`config.mk`:
```
export PLATFORM = sky130hd
export DESIGN_NAME = netlink_rx
export DESIGN_NICKNAME = d
export VERILOG_FILES = /design/src/source/netlink_pkg.sv /design/src/source/lane_deserializer.sv /design/src/source/bit_counter.sv /design/src/source/frame_sequencer.sv /design/src/source/frame_checker.sv /design/src/source/ack_decoder.sv /design/src/source/netlink_rx.sv
export SDC_FILE = /design/constraint.sdc
export NUM_CORES = 1
export LEC_CHECK = 0
export CORE_UTILIZATION = 55
export CTS_CLUSTER_DIAMETER = 40
export CTS_CLUSTER_SIZE = 12
export DETAILED_ROUTE_END_ITERATION = 8
export DONT_BUFFER_PORTS = 1
export PLACE_DENSITY = 0.73
export SLEW_MARGIN = 20
export SYNTH_ARGS = -nofsm -noshare
export SYNTH_HDL_FRONTEND = slang
export SYNTH_SLANG_ARGS = --single-unit
```
`constraint.sdc`:
```
create_clock -name clk -period 1.8 [get_ports clk]
set_clock_uncertainty 0.15 [all_clocks]
set_input_delay 0.36 -clock clk [delete_from_list [all_inputs] [get_ports clk]]
set_output_delay 0.36 -clock clk [all_outputs]
set_load 0.01 [all_outputs]
```
`src/source/netlink_pkg.sv`:
```
// netlink receive types
`default_nettype none

package netlink_pkg;

	// widths below assume eight bits per lane
	localparam int LANE_WORD_BITS = 8;
	localparam int FRAME_BITS = 32;
	localparam int TILE_BITS = 4;
	localparam int GARBAGE_BITS = 3;
	localparam int QUEUE_TILES = 6;

	// frame layout, lane 0 in the top byte
	localparam int SEQ_POS = 31;
	localparam int GARBAGE_MSB = 30;
	localparam int GARBAGE_LSB = 28;
	localparam int HOLD_MSB = 27;
	localparam int HOLD_LSB = 24;
	// tile 0 sits right below the hold tile
	localparam int QUEUE_MSB = 23;

	typedef logic [LANE_WORD_BITS-1:0] lane_word_t;
	typedef logic [FRAME_BITS-1:0] frame_t;
	typedef logic [TILE_BITS-1:0] tile_t;
	typedef logic [GARBAGE_BITS-1:0] garbage_t;
	typedef logic [3:0] frames_cnt_t;

	typedef enum logic [1:0] {IDLE, WAIT_START, SHIFT, DELIVER} seq_state_e;

endpackage

`default_nettype wire

```
`src/source/lane_deserializer.sv`:
```
// serial lane shift register
`timescale 1ns/1ps
`default_nettype none

module lane_deserializer #(
	parameter int LANE_BITS = 8
) (
	input  logic                   clk,
	input  logic                   rst_l,
	input  logic                   serial_in,
	input  logic                   shift_en,
	output netlink_pkg::lane_word_t lane_word
);

	logic [LANE_BITS-1:0] shift_q;

	// msb arrives first, so shift towards the top
	always_ff @(posedge clk or negedge rst_l) begin
		if (!rst_l) begin
			shift_q <= '0;
		end else if (shift_en) begin
			shift_q <= {shift_q[LANE_BITS-2:0], serial_in};
		end
	end

	// word stays put between frames for the checker
	assign lane_word = shift_q;

endmodule

`default_nettype wire

```
`src/source/bit_counter.sv`:
```
// data bit counter
`timescale 1ns/1ps
`default_nettype none

module bit_counter #(
	parameter int LANE_BITS = 8
) (
	input  logic clk,
	input  logic rst_l,
	input  logic count_en,
	output logic last_bit
);

	localparam int CNT_W = (LANE_BITS > 1) ? $clog2(LANE_BITS) : 1;

	logic [CNT_W-1:0] cnt_q;

	// clears whenever the sequencer leaves shift
	always_ff @(posedge clk or negedge rst_l) begin
		if (!rst_l) begin
			cnt_q <= '0;
		end else if (count_en) begin
			cnt_q <= cnt_q + 1'b1;
		end else begin
			cnt_q <= '0;
		end
	end

	// high while the final bit is on the lanes
	assign last_bit = count_en && (cnt_q == CNT_W'(LANE_BITS - 1));

endmodule

`default_nettype wire

```
`src/source/frame_sequencer.sv`:
```
// frame receive sequencer
`timescale 1ns/1ps
`default_nettype none

module frame_sequencer #(
	parameter int LANE_BITS = 8
) (
	input  logic clk,
	input  logic rst_l,
	input  logic link_enable,
	input  logic start_bit,
	input  logic last_bit,
	output logic shift_en,
	output logic count_en,
	output logic frame_valid
);

	netlink_pkg::seq_state_e state_q;
	netlink_pkg::seq_state_e state_d;

	// lane words feed the frame layout directly
	if (LANE_BITS != $bits(netlink_pkg::lane_word_t)) begin : g_width_check
		$error("lane width does not match the frame layout");
	end

	always_comb begin
		state_d = state_q;
		case (state_q)
			netlink_pkg::IDLE: begin
				if (link_enable) state_d = netlink_pkg::WAIT_START;
			end
			netlink_pkg::WAIT_START: begin
				if (!link_enable) state_d = netlink_pkg::IDLE;
				else if (start_bit) state_d = netlink_pkg::SHIFT;
			end
			netlink_pkg::SHIFT: begin
				if (last_bit) state_d = netlink_pkg::DELIVER;
			end
			default: state_d = netlink_pkg::WAIT_START;
		endcase
	end

	always_ff @(posedge clk or negedge rst_l) begin
		if (!rst_l) begin
			state_q <= netlink_pkg::IDLE;
			frame_valid <= 1'b0;
		end else begin
			state_q <= state_d;
			// one cycle after deliver, lane words are settled by then
			frame_valid <= (state_q == netlink_pkg::DELIVER);
		end
	end

	assign shift_en = (state_q == netlink_pkg::SHIFT);
	assign count_en = (state_q == netlink_pkg::SHIFT);

endmodule

`default_nettype wire

```
`src/source/frame_checker.sv`:
```
// frame check and opponent output
`timescale 1ns/1ps
`default_nettype none

module frame_checker (
	input  logic                     clk,
	input  logic                     rst_l,
	input  logic                     frame_valid,
	input  netlink_pkg::lane_word_t  lane_word_0,
	input  netlink_pkg::lane_word_t  lane_word_1,
	input  netlink_pkg::lane_word_t  lane_word_2,
	input  netlink_pkg::lane_word_t  lane_word_3,
	input  logic                     update_ready,
	output logic                     update_valid,
	output netlink_pkg::garbage_t    opp_garbage,
	output netlink_pkg::tile_t       opp_hold,
	output netlink_pkg::tile_t       opp_queue_0,
	output netlink_pkg::tile_t       opp_queue_1,
	output netlink_pkg::tile_t       opp_queue_2,
	output netlink_pkg::tile_t       opp_queue_3,
	output netlink_pkg::tile_t       opp_queue_4,
	output netlink_pkg::tile_t       opp_queue_5,
	output logic                     ack_send,
	output logic                     ack_seq,
	output netlink_pkg::frames_cnt_t frames_accepted
);

	netlink_pkg::frame_t frame;
	netlink_pkg::tile_t  queue_q [netlink_pkg::QUEUE_TILES];
	logic                expected_seq;
	logic                accept;

	assign frame = {lane_word_0, lane_word_1, lane_word_2, lane_word_3};

	// drop on a pending update or a repeated sequence bit
	assign accept = frame_valid && !update_valid &&
		(frame[netlink_pkg::SEQ_POS] == expected_seq);

	always_ff @(posedge clk or negedge rst_l) begin
		if (!rst_l) begin
			update_valid <= 1'b0;
			ack_send <= 1'b0;
			ack_seq <= 1'b0;
			expected_seq <= 1'b0;
			frames_accepted <= '0;
		end else begin
			ack_send <= accept;
			if (accept) begin
				update_valid <= 1'b1;
				ack_seq <= frame[netlink_pkg::SEQ_POS];
				expected_seq <= ~expected_seq;
				frames_accepted <= frames_accepted + 1'b1;
			end else if (update_valid && update_ready) begin
				update_valid <= 1'b0;
			end
		end
	end

	// fields only change when a new update is raised
	always_ff @(posedge clk) begin
		if (accept) begin
			opp_garbage <= frame[netlink_pkg::GARBAGE_MSB:netlink_pkg::GARBAGE_LSB];
			opp_hold <= frame[netlink_pkg::HOLD_MSB:netlink_pkg::HOLD_LSB];
			for (int i = 0; i < netlink_pkg::QUEUE_TILES; i++) begin
				queue_q[i] <= frame[netlink_pkg::QUEUE_MSB - i * netlink_pkg::TILE_BITS -:
					netlink_pkg::TILE_BITS];
			end
		end
	end

	assign opp_queue_0 = queue_q[0];
	assign opp_queue_1 = queue_q[1];
	assign opp_queue_2 = queue_q[2];
	assign opp_queue_3 = queue_q[3];
	assign opp_queue_4 = queue_q[4];
	assign opp_queue_5 = queue_q[5];

endmodule

`default_nettype wire

```
`src/source/ack_decoder.sv`:
```
// acknowledge packet decoder
`timescale 1ns/1ps
`default_nettype none

module ack_decoder #(
	parameter int ACK_BITS = 4
) (
	input  logic clk,
	input  logic rst_l,
	input  logic serial_ack,
	output logic ack_received,
	output logic ack_rx_seq
);

	localparam int CNT_W = $clog2(ACK_BITS);

	logic                busy_q;
	logic                done_q;
	logic [CNT_W-1:0]    cnt_q;
	logic [ACK_BITS-1:0] shift_q;
	logic                pid_ok;

	// start bit opens the packet, last bit closes it
	always_ff @(posedge clk or negedge rst_l) begin
		if (!rst_l) begin
			busy_q <= 1'b0;
			done_q <= 1'b0;
			cnt_q <= '0;
		end else begin
			done_q <= busy_q && (cnt_q == CNT_W'(ACK_BITS - 1));
			if (!busy_q) begin
				busy_q <= serial_ack;
				cnt_q <= '0;
			end else begin
				cnt_q <= cnt_q + 1'b1;
				if (cnt_q == CNT_W'(ACK_BITS - 1)) busy_q <= 1'b0;
			end
		end
	end

	always_ff @(posedge clk) begin
		if (busy_q) shift_q <= {shift_q[ACK_BITS-2:0], serial_ack};
	end

	// pid first, then pid_n, then seq
	assign pid_ok = shift_q[ACK_BITS-1] && !shift_q[ACK_BITS-2];

	always_ff @(posedge clk or negedge rst_l) begin
		if (!rst_l) begin
			ack_received <= 1'b0;
			ack_rx_seq <= 1'b0;
		end else begin
			ack_received <= done_q && pid_ok;
			if (done_q && pid_ok) ack_rx_seq <= shift_q[ACK_BITS-3];
		end
	end

endmodule

`default_nettype wire

```
`src/source/netlink_rx.sv`:
```
// netlink receiver top
`timescale 1ns/1ps
`default_nettype none

module netlink_rx #(
	parameter int LANE_BITS = 8,
	parameter int ACK_BITS = 4
) (
	input  logic                     clk,
	input  logic                     rst_l,
	input  logic                     link_enable,
	input  logic                     serial_ack,
	input  logic                     serial_data_0,
	input  logic                     serial_data_1,
	input  logic                     serial_data_2,
	input  logic                     serial_data_3,
	input  logic                     update_ready,
	output logic                     update_valid,
	output netlink_pkg::garbage_t    opp_garbage,
	output netlink_pkg::tile_t       opp_hold,
	output netlink_pkg::tile_t       opp_queue_0,
	output netlink_pkg::tile_t       opp_queue_1,
	output netlink_pkg::tile_t       opp_queue_2,
	output netlink_pkg::tile_t       opp_queue_3,
	output netlink_pkg::tile_t       opp_queue_4,
	output netlink_pkg::tile_t       opp_queue_5,
	output logic                     ack_send,
	output logic                     ack_seq,
	output netlink_pkg::frames_cnt_t frames_accepted,
	output logic                     ack_received,
	output logic                     ack_rx_seq
);

	logic shift_en;
	logic count_en;
	logic last_bit;
	logic frame_valid;
	netlink_pkg::lane_word_t lane_word_0;
	netlink_pkg::lane_word_t lane_word_1;
	netlink_pkg::lane_word_t lane_word_2;
	netlink_pkg::lane_word_t lane_word_3;

	// start bit is taken from lane 0 only
	frame_sequencer #(.LANE_BITS(LANE_BITS)) i_sequencer (
		.clk(clk), .rst_l(rst_l), .link_enable(link_enable), .start_bit(serial_data_0),
		.last_bit(last_bit), .shift_en(shift_en), .count_en(count_en),
		.frame_valid(frame_valid)
	);

	bit_counter #(.LANE_BITS(LANE_BITS)) i_bit_counter (
		.clk(clk), .rst_l(rst_l), .count_en(count_en), .last_bit(last_bit)
	);

	lane_deserializer #(.LANE_BITS(LANE_BITS)) i_lane_0 (
		.clk(clk), .rst_l(rst_l), .serial_in(serial_data_0), .shift_en(shift_en),
		.lane_word(lane_word_0)
	);
	lane_deserializer #(.LANE_BITS(LANE_BITS)) i_lane_1 (
		.clk(clk), .rst_l(rst_l), .serial_in(serial_data_1), .shift_en(shift_en),
		.lane_word(lane_word_1)
	);
	lane_deserializer #(.LANE_BITS(LANE_BITS)) i_lane_2 (
		.clk(clk), .rst_l(rst_l), .serial_in(serial_data_2), .shift_en(shift_en),
		.lane_word(lane_word_2)
	);
	lane_deserializer #(.LANE_BITS(LANE_BITS)) i_lane_3 (
		.clk(clk), .rst_l(rst_l), .serial_in(serial_data_3), .shift_en(shift_en),
		.lane_word(lane_word_3)
	);

	frame_checker i_checker (
		.clk(clk), .rst_l(rst_l), .frame_valid(frame_valid),
		.lane_word_0(lane_word_0), .lane_word_1(lane_word_1),
		.lane_word_2(lane_word_2), .lane_word_3(lane_word_3),
		.update_ready(update_ready), .update_valid(update_valid),
		.opp_garbage(opp_garbage), .opp_hold(opp_hold),
		.opp_queue_0(opp_queue_0), .opp_queue_1(opp_queue_1), .opp_queue_2(opp_queue_2),
		.opp_queue_3(opp_queue_3), .opp_queue_4(opp_queue_4), .opp_queue_5(opp_queue_5),
		.ack_send(ack_send), .ack_seq(ack_seq), .frames_accepted(frames_accepted)
	);

	ack_decoder #(.ACK_BITS(ACK_BITS)) i_ack_decoder (
		.clk(clk), .rst_l(rst_l), .serial_ack(serial_ack),
		.ack_received(ack_received), .ack_rx_seq(ack_rx_seq)
	);

endmodule

`default_nettype wire

```
======== Yosys cells after proc, flatten, opt, wreduce, memory -nomap -nowiden ========
Memory sizes are Yosys's and may differ from the RTL's.
Cells that the tools add are included.
cells by class
  magnitude comparators ................... 0
  divide/modulo/power cells ............... 0
  reduce and logical (&&, ||, !) cells .... 12
  bitwise gates (word level) .............. 1
  muxes and demuxes ....................... 13
  shift operators ......................... 0
  add/subtract/negate cells ............... 3
  $mul .................................... 0
  equality and inequality tests ........... 9
operators with widths
  cell                                                  number
  2-to-1 mux 2 bit                                      5
  logical AND 1 bit                                     7
  equality test 2 bit (second input constant)           3
  2-to-1 mux 1 bit                                      6
  one-hot mux 2 bit (3 select lines)                    1
  adder 4 x 1 -> 4 bit (second input constant)          1
  != test 2 bit (second input constant)                 2
  adder 3 x 1 -> 3 bit (second input constant)          1
  equality test 3 bit (second input constant)           1
  2-to-1 mux 3 bit                                      1
  != test 3 bit (second input constant)                 1
  AND reduction 3 bit                                   1
  adder 2 x 1 -> 2 bit (second input constant)          1
  equality test 2 x 1 -> 1 bit (second input constant)  1
  zero test 1 bit                                       2
  zero test 2 bit                                       1
  nonzero test 2 bit                                    1
  equality test 1 bit                                   1
  NOT 1 bit                                             1
word-level totals
  bits of input ports ..................... 9
  memory bits (writable) .................. 24
  flip-flop bits (word level) ............. 63
  memories kept ........................... 1
  bits in read-only memories .............. 0
  bits in latches ......................... 0
  logic and storage cells ................. 59
memories
  memory             depth  bits a word  read ports  clocked after Yosys merged registers in  write ports  line                 text
  i_checker.queue_q  6      4            6           0                                        6            frame_checker.sv:29  netlink_pkg::tile_t queue_q [netlink_pkg::QUEUE_TILES];

======== Longest topological paths before layout ========
Gate-level depths: netlist of run 1.
  depth after elaboration ................. 5
  depth in mapped cells ................... 6
  depth with buffers taken out ............ 5

======== Hierarchy ========
Synthesis of run 1 repeated with hierarchy kept, for this count alone.
second synthesis, totals
  cell total of the unflattened synthesis .. 170
  area total of the unflattened synthesis .. 3285.7 sq um
by module, submodules not included
  module             times used  area an instance (sq um)  cells each
  lane_deserializer  4           331.6                     17
  frame_checker      1           1268.7                    56
  ack_decoder        1           339.1                     18
  frame_sequencer    1           224.0                     19
  bit_counter        1           127.6                     9

======== Worst setup path after synthesis of run 1 ========
OpenSTA, ideal clock, no wires.
  path kind ............................... reg2reg
  start ................................... register i_checker.update_valid
  end ..................................... register i_checker.opp_garbage[0] (enable)
  required time ........................... 1.264 ns
  stages on the path, launching flop included .. 4
  clock period less this slack ............ 1.946 ns
  setup time .............................. 0.386 ns
  path buffers ............................ 0
  data arrival time ....................... 1.410 ns
  path slack .............................. -0.146 ns
  path through ............................ dfrtp_1 > and2b_2 > nand2_2 > inv_1
on the way
  cells in the longest elaborated chain, start to end .. 3
RTL lines
  item                            line                 text
  from (decl)                     frame_checker.sv:14  output logic update_valid,
  from (signal assigned)          frame_checker.sv:41  update_valid <= 1'b0;
  from (signal assigned)          frame_checker.sv:49  update_valid <= 1'b1;
  from (signal assigned)          frame_checker.sv:54  update_valid <= 1'b0;
  zero test 1 bit                 frame_checker.sv:36  assign accept = frame_valid && !update_valid &&
  logical AND 1 bit (2 in a row)  frame_checker.sv:36
  net i_checker.accept            frame_checker.sv:31  logic accept;
  to (signal assigned)            frame_checker.sv:62  opp_garbage <= frame[netlink_pkg::GARBAGE_MSB:netlink_pkg::GARBAGE_LSB];
  to (decl)                       frame_checker.sv:15  output netlink_pkg::garbage_t opp_garbage,
The timed path passes the listed nets, and every way through them passes these cells.
A chain may end at the register's enable or synchronous reset.

======== Final worst setup path of run 1 ========
  start ................................... register i_lane_0.shift_q[7], in the netlist i_lane_0.lane_word[7]
  end ..................................... register i_checker.opp_garbage[1] (enable)
on the way
  cells in the longest elaborated chain, start to end .. 2
RTL lines
  item                    line                     text
  from (decl)             lane_deserializer.sv:15  logic [LANE_BITS-1:0] shift_q;
  from (signal assigned)  lane_deserializer.sv:22  shift_q <= {shift_q[LANE_BITS-2:0], serial_in};
  equality test 1 bit     frame_checker.sv:37      (frame[netlink_pkg::SEQ_POS] == expected_seq);
  logical AND 1 bit       frame_checker.sv:36
  net i_checker.accept    frame_checker.sv:31
The timed path passes the listed nets, and every way through them passes these cells.

==> impl_metrics.env, run 1 <==
export IMPL_vias=1356
export IMPL_clk_latency_ns=0.33
export IMPL_placed_area_sq_um=3210
export IMPL_nFillCells=374
export IMPL_yosysSeqAreaShare_pct=75.7
export IMPL_rr_endpoint="i_checker.opp_garbage[1]$_DFFE_PP_"
export IMPL_r2r_cells=4
export IMPL_port_buffers=0
export IMPL_dieArea_sq_um=5950
export IMPL_setup_worst_path_start_class="flop"
export IMPL_nets=199
export IMPL_worstMarginPinSlew_ns=0.313
export IMPL_dp_cells=237
export IMPL_dr_pass1_iters=4
export IMPL_worstHoldStart="serial_ack"
export IMPL_cts_tree="yes"
export IMPL_synth_edf_count=35
export IMPL_synthTopCellsByCount="52 x dfrtp_1, 35 x edfxtp_1, 33 x mux2_2"
export IMPL_rsz0062_at_grt="false"
export IMPL_post_drt_wl_per_cell_um=16.8
export IMPL_antenna_left=0
export IMPL_ys_warn_count=0
export IMPL_syn_mean_instance_area_sq_um=18.5
export IMPL_antenna_found_initial=0
export IMPL_status="finished clean"
export IMPL_fmax_ghz=0.606
export IMPL_grt_pass1_wl_um=7270
export IMPL_criticalPathCategory="flop to flop"
export IMPL_grt_use_total_pct=16.4
export IMPL_synth_main_ff_cell="dfrtp_1"
export IMPL_die_y_um=77.1
export IMPL_final_area_sq_um=3460
export IMPL_drt_wl_total_um=4290
export IMPL_fin_tns_setup_ns=0
export IMPL_dpl_worst_slack_ns=0.154
export IMPL_fin_crit_sh_pct=91.6
export IMPL_fp_row_count=26
export IMPL_r2r_start="i_lane_0.lane_word[7]$_DFFE_PN0N_"
export IMPL_htreeDepth=3
export IMPL_clockBufferDepth=2
export IMPL_maxSlewHeadroom_pct=79.2
export IMPL_critPathRequiredTime_ns=1.68
export IMPL_peakVddDrop_v=0.000729
export IMPL_io_pins=49
export IMPL_min_delay_path_depth=2
export IMPL_syn_to_final_growth_pct=11.4
export IMPL_ys_top_cells_by_area="dfrtp_1 42%, edfxtp_1 34%, mux2_2 12%"
export IMPL_p_leak_nw=1.49
export IMPL_holdPathEnd="i_ack_decoder.busy_q$_DFF_PN0_"
export IMPL_min_period_ns=1.65
export IMPL_drc=0
export IMPL_synth_top_cell_by_area="dfrtp_1"
export IMPL_dpl_hpwl_um=2940
export IMPL_p_per_area_nw_per_um2=1470
export IMPL_ys_ff_latch=87
export IMPL_instances_no_fill=256
export IMPL_critPathMaxFanout=32
export IMPL_slew_viol_final=0
export IMPL_drt_iter0_drc=84
export IMPL_finalSetupViolCount=0
export IMPL_cts_root_buf="clkbuf_8"
export IMPL_syn_inst=168
export IMPL_max_cap_violations=0
export IMPL_post_route_worst_setup_slack_ns=0.150
export IMPL_clkSinkCount=87
export IMPL_finalWeightedCongestion=0.715
export IMPL_synth_most_common_cell="dfrtp_1"
export IMPL_synth_nets=186
export IMPL_hold_path_class="input pin to flop"
export IMPL_grt_pass1_vias=1381
export IMPL_endpoint_kind="flop"
export IMPL_initial_core_util_pct=58.9
export IMPL_drive_gt1_share_pct=30.6
export IMPL_arrival_ns=1.53
export IMPL_clkSlewWorstSetupHoldPaths_ns=0.08
export IMPL_ff2ff_setup_slack_ns=0.15
export IMPL_routed_via_density=5.30
export IMPL_core_sq_um=5270
export IMPL_synthArstFlopShare_pct=59.8
export IMPL_synth_distinct_cells=23
export IMPL_die_w_um=77.1
export IMPL_synth_top_cell_area_share_pct=41.9
export IMPL_timing_hold_ws_ns=0.00960
export IMPL_grt_max_degree=53
export IMPL_cts_made_buffers=9
export IMPL_n_antenna_cell=0
export IMPL_grt_ovfl_total=0
export IMPL_netlist_area_sq_um=3110
export IMPL_hold_viol=0
## repair_timing
item | CTS | global route
setup buffers | 0 | 0
hold endpoints to repair | 53 | 0
hold buffers | 3 | 0
gates resized for setup | 0 | 0
## flip-flops by register name, summed over array words and instances (netlist names)
register and count:
i_lane_1.lane_word 8, i_ack_decoder.ack_received 1, i_ack_decoder.ack_rx_seq 1, i_bit_counter.cnt_q 3, i_lane_3.lane_word 8, i_checker.frames_accepted 4, i_checker.opp_hold 4, i_checker.queue_q 24
i_checker.ack_seq 1, i_checker.update_valid 1, i_lane_0.lane_word 8, i_ack_decoder.busy_q 1, i_checker.opp_garbage 3, i_checker.ack_send 1, i_ack_decoder.done_q 1, i_ack_decoder.shift_q 4
i_sequencer.state_q 2, i_sequencer.frame_valid 1, i_lane_2.lane_word 8, i_ack_decoder.cnt_q 2, i_checker.expected_seq 1
## layer usage
layer | GRT usage [%] | up-vias | wire length, um
li1 | - | 621 | -
met1 | 21.2 | 693 | 1840
met2 | 25.0 | 32 | 2190
met3 | 4.88 | 10 | 159
met4 | 9.25 | 0 | 103
met5 | 0 | - | 0
## cell usage in the layout, fill, tap and decap left out
master and count:
and2b_2 1, dfrtp_1 52, o221ai_1 1, mux2_4 2
clkinv_4 1, clkbuf_8 11, o21ai_0 1, dlygate4sd3_1 2
edfxtp_1 35, and3_1 1, ha_1 9, and2_1 4
inv_1 6, clkbuf_1 3, mux2_2 33, nand3_1 2
nand2_1 2, xnor2_2 1, xnor2_1 3, buf_16 1
buf_12 1, nand2_2 1, buf_4 2, a21bo_2 1
nand2b_1 1, clkinvlp_4 1, mux2i_1 4, nor2b_1 1
nor2_1 2, bufinv_16 1
## worst max-delay path by stage
stage | cells after the start | from | to
5_1_grt | 4 | i_lane_0.lane_word[7]$_DFFE_PN0N_ | i_checker.queue_q[3][1]$_DFFE_PP_
2_1_floorplan | 3 | i_checker.update_valid$_DFFE_PN0P_ | i_checker.opp_garbage[0]$_DFFE_PP_
3_3_place_gp | 4 | i_checker.update_valid$_DFFE_PN0P_ | i_checker.queue_q[0][0]$_DFFE_PP_
4_1_cts | 4 | i_sequencer.state_q[0]$_DFFE_PN0P_ | i_lane_1.lane_word[6]$_DFFE_PN0N_
3_5_place_dp | 4 | i_sequencer.state_q[0]$_DFFE_PN0P_ | i_lane_0.lane_word[5]$_DFFE_PN0N_
6_report | 4 | i_lane_0.lane_word[7]$_DFFE_PN0N_ | i_checker.opp_garbage[1]$_DFFE_PP_
## through the flow
stage / utilization [%] / power [mW]
CTS: 65.6 / 5.15
finish: 65.6 / 5.08
global placement: 60.9 / 3.66
global route: 65.6 / 5.36
floorplan: - / 3.53
detailed placement: 60.9 / 3.79
## cell families after synthesis
family	after synthesis	synth area share, %
buffers and inverters	11	1.57
adder cells (fa/ha/maj)	9	3.63
AO/OA/AOI/OAI	3	0.765
AND/OR/NAND/NOR	15	2.70
multiplexers	39	14.2
XOR/XNOR	4	1.37
flip-flops	87	75.7
## critical path, stage by stage (launching register included)
cell	delay [ns]
dfrtp_1	0.45
xnor2_2	0.26
nand2_2	0.17
clkinvlp_4	0.12
buf_12	0.20
## power by group
part / total, mW / internal [mW] / switching, mW
clock: 1.33 / 0.723 / 0.604
combinational: 0.766 / 0.457 / 0.309
sequential: 2.99 / 2.62 / 0.370
## layout make-up
| cell class | instances | area [sq um] | share of cell area (%) |
|---|---|---|---|
| multi-input cells | 70 | 704 | 20.4 |
| clock inverters | 2 | 38.8 | 1.12 |
| well taps | 70 | 87.6 | 2.53 |
| repair buffers | 6 | 82.6 | 2.39 |
| inverters | 7 | 30.0 | 0.868 |
| flip-flops and latches | 87 | 2350 | 68.0 |
| clock buffers | 14 | 163 | 4.70 |
Power figures use the tool's default switching activity.
==> inputs of run 2 (changes only) <==
--- a/config.mk
+++ b/config.mk
@@ -12,4 +12,5 @@
 export DONT_BUFFER_PORTS = 1
 export PLACE_DENSITY = 0.73
+export SETUP_SLACK_MARGIN = 0.5
 export SLEW_MARGIN = 20
 export SYNTH_ARGS = -nofsm -noshare
==> constraint.sdc (replaced) <==
create_clock -name clk -period 1.8 [get_ports clk]
set_clock_uncertainty 0.15 [all_clocks]
set_input_delay 0.09 -clock clk [delete_from_list [all_inputs] [get_ports clk]]
set_output_delay 0.09 -clock clk [all_outputs]
set_load 0.01 [all_outputs]
==> impl_metrics.env, run 2 (synthesized netlist as in run 1, its figures left out) <==
export IMPL_die_y_um=77.1
export IMPL_grt_use_total_pct=22.2
export IMPL_ctsHoldBuffers=7
export IMPL_port_buffers=0
export IMPL_finalWeightedCongestion=0.731
export IMPL_endpoint_kind="flop"
export IMPL_final_cell_mix="51 x dfrtp_1, 35 x edfxtp_1, 34 x mux2_4"
export IMPL_fin_tns_setup_ns=0
export IMPL_grt_ovfl_total=0
export IMPL_min_period_ns=1.59
export IMPL_io_pins=49
export IMPL_clk_latency_ns=0.35
export IMPL_ff2ff_setup_slack_ns=0.21
export IMPL_die_w_um=77.1
export IMPL_drt_wl_total_um=6460
export IMPL_cts_root_buf="clkbuf_8"
export IMPL_dr_pass1_iters=4
export IMPL_grt_max_degree=53
export IMPL_drt_iter0_drc=77
export IMPL_nets=235
export IMPL_routed_via_density=5.52
export IMPL_slew_viol_final=0
export IMPL_timing_hold_ws_ns=-0.732
export IMPL_violations="negative hold slack"
export IMPL_arrival_ns=1.52
export IMPL_r2r_start="i_checker.update_valid$_DFFE_PN0P_"
export IMPL_htreeDepth=3
export IMPL_fmax_ghz=0.628
export IMPL_cts_made_buffers=9
export IMPL_top_register="i_checker.queue_q"
export IMPL_critical_path_startpoint="i_checker.update_valid$_DFFE_PN0P_"
export IMPL_final_common_cell="dfrtp_1"
export IMPL_r2r_cells=5
export IMPL_vias=1613
export IMPL_initial_core_util_pct=58.9
export IMPL_worstMarginPinSlew_ns=0.320
export IMPL_hold_viol=52
export IMPL_dpl_worst_slack_ns=0.192
export IMPL_dieArea_sq_um=5950
export IMPL_clkSinkCount=87
export IMPL_utilization_pct=79.2
export IMPL_hold_path_class="input pin to asynchronous set/reset pin"
export IMPL_criticalPathCategory="flop to flop"
export IMPL_syn_to_final_growth_pct=34.4
export IMPL_dpl_hpwl_um=3170
export IMPL_antenna_left=0
export IMPL_drive_gt1_share_pct=49.5
export IMPL_critPathRequiredTime_ns=1.73
export IMPL_fin_crit_sh_pct=88.4
export IMPL_clkSlewWorstSetupHoldPaths_ns=0.09
export IMPL_clockBufferDepth=2
export IMPL_p_leak_nw=1.82
export IMPL_cp_endpoint="i_checker.opp_garbage[0]$_DFFE_PP_"
export IMPL_drc=0
export IMPL_fp_row_count=26
export IMPL_critPathMaxFanout=8
export IMPL_antenna_found_initial=0
export IMPL_grt_pass1_vias=1678
export IMPL_grt_pass1_wl_um=9510
export IMPL_setup_worst_path_start_class="flop"
export IMPL_max_cap_violations=0
export IMPL_rr_endpoint="i_checker.opp_garbage[0]$_DFFE_PP_"
export IMPL_status="finished with violations"
export IMPL_p_per_area_nw_per_um2=1460
export IMPL_largest_reg_flops=24
export IMPL_peakVddDrop_v=0.000919
export IMPL_post_route_worst_setup_slack_ns=0.209
export IMPL_core_sq_um=5270
export IMPL_rsz0062_at_grt="true"
export IMPL_cts_tree="yes"
export IMPL_n_antenna_cell=0
export IMPL_maxSlewHeadroom_pct=78.7
export IMPL_finalSetupViolCount=0
export IMPL_post_drt_wl_per_cell_um=22.1
[run 2: layer usage]
layer  vias up  wire, um  GRT usage (%)
li1        694         -              -
met1       840      2700           27.3
met2        68      3340           35.0
met3        11       310           7.14
met4         0       106           12.1
met5         -         0              0
[run 2: what timing repair did]
action	in CTS	in global routing
cloned	4	1
buffers inserted	21	6
pin swaps	11	5
endpoints found under the setup margin	72	74
hold endpoints to repair	61	52
gates resized for setup	27	11
[run 2: how the worst min path moves through the flow]
stage | endpoint | slack, ns | cells after the start
2_1_floorplan | i_ack_decoder.ack_received$_DFF_PN0_ | -0.36 | 0
3_3_place_gp | i_checker.frames_accepted[3]$_DFFE_PN0P_ | -0.35 | 0
3_5_place_dp | i_checker.frames_accepted[3]$_DFFE_PN0P_ | -0.35 | 0
4_1_cts | i_checker.ack_send$_DFF_PN0_ | -0.75 | 0
5_1_grt | i_checker.ack_send$_DFF_PN0_ | -0.75 | 0
6_report | i_checker.ack_send$_DFF_PN0_ | -0.73 | 0
[run 2: layout make-up]
| class | count | area, sq um |
|---|---|---|
| clock buffer | 10 | 138 |
| tap | 70 | 87.6 |
| sequential | 87 | 2350 |
| fill | 267 | 1090 |
| clock inverter | 6 | 67.6 |
| multi-input combinational | 70 | 962 |
| timing repair buffer | 42 | 534 |
| inverter | 7 | 32.5 |
[run 2: power breakdown]
part	switching [mW]	internal, mW	total, mW
registers	0.445	2.62	3.07
logic	0.563	1.08	1.64
clock network	0.712	0.687	1.40
total	1.72	4.39	6.11
[run 2: through the flow]
step	hold slack (ns)	power (mW)	area (sq um)	std cells
6_report	-0.732	6.11	4180	292
4_1_cts	-0.746	5.87	4060	285
3_5_place_dp	-0.355	4.10	3390	237
3_3_place_gp	-0.354	3.98	3390	237
5_1_grt	-0.752	6.35	4180	292
2_1_floorplan	-0.356	3.85	3300	168
[run 2: critical path, cell delays in order, from the launching register on]
cell        delay [ns]
dfrtp_1           0.43
and2b_2           0.28
nand2_4           0.07
clkinvlp_4        0.11
buf_6             0.12
clkbuf_16         0.15
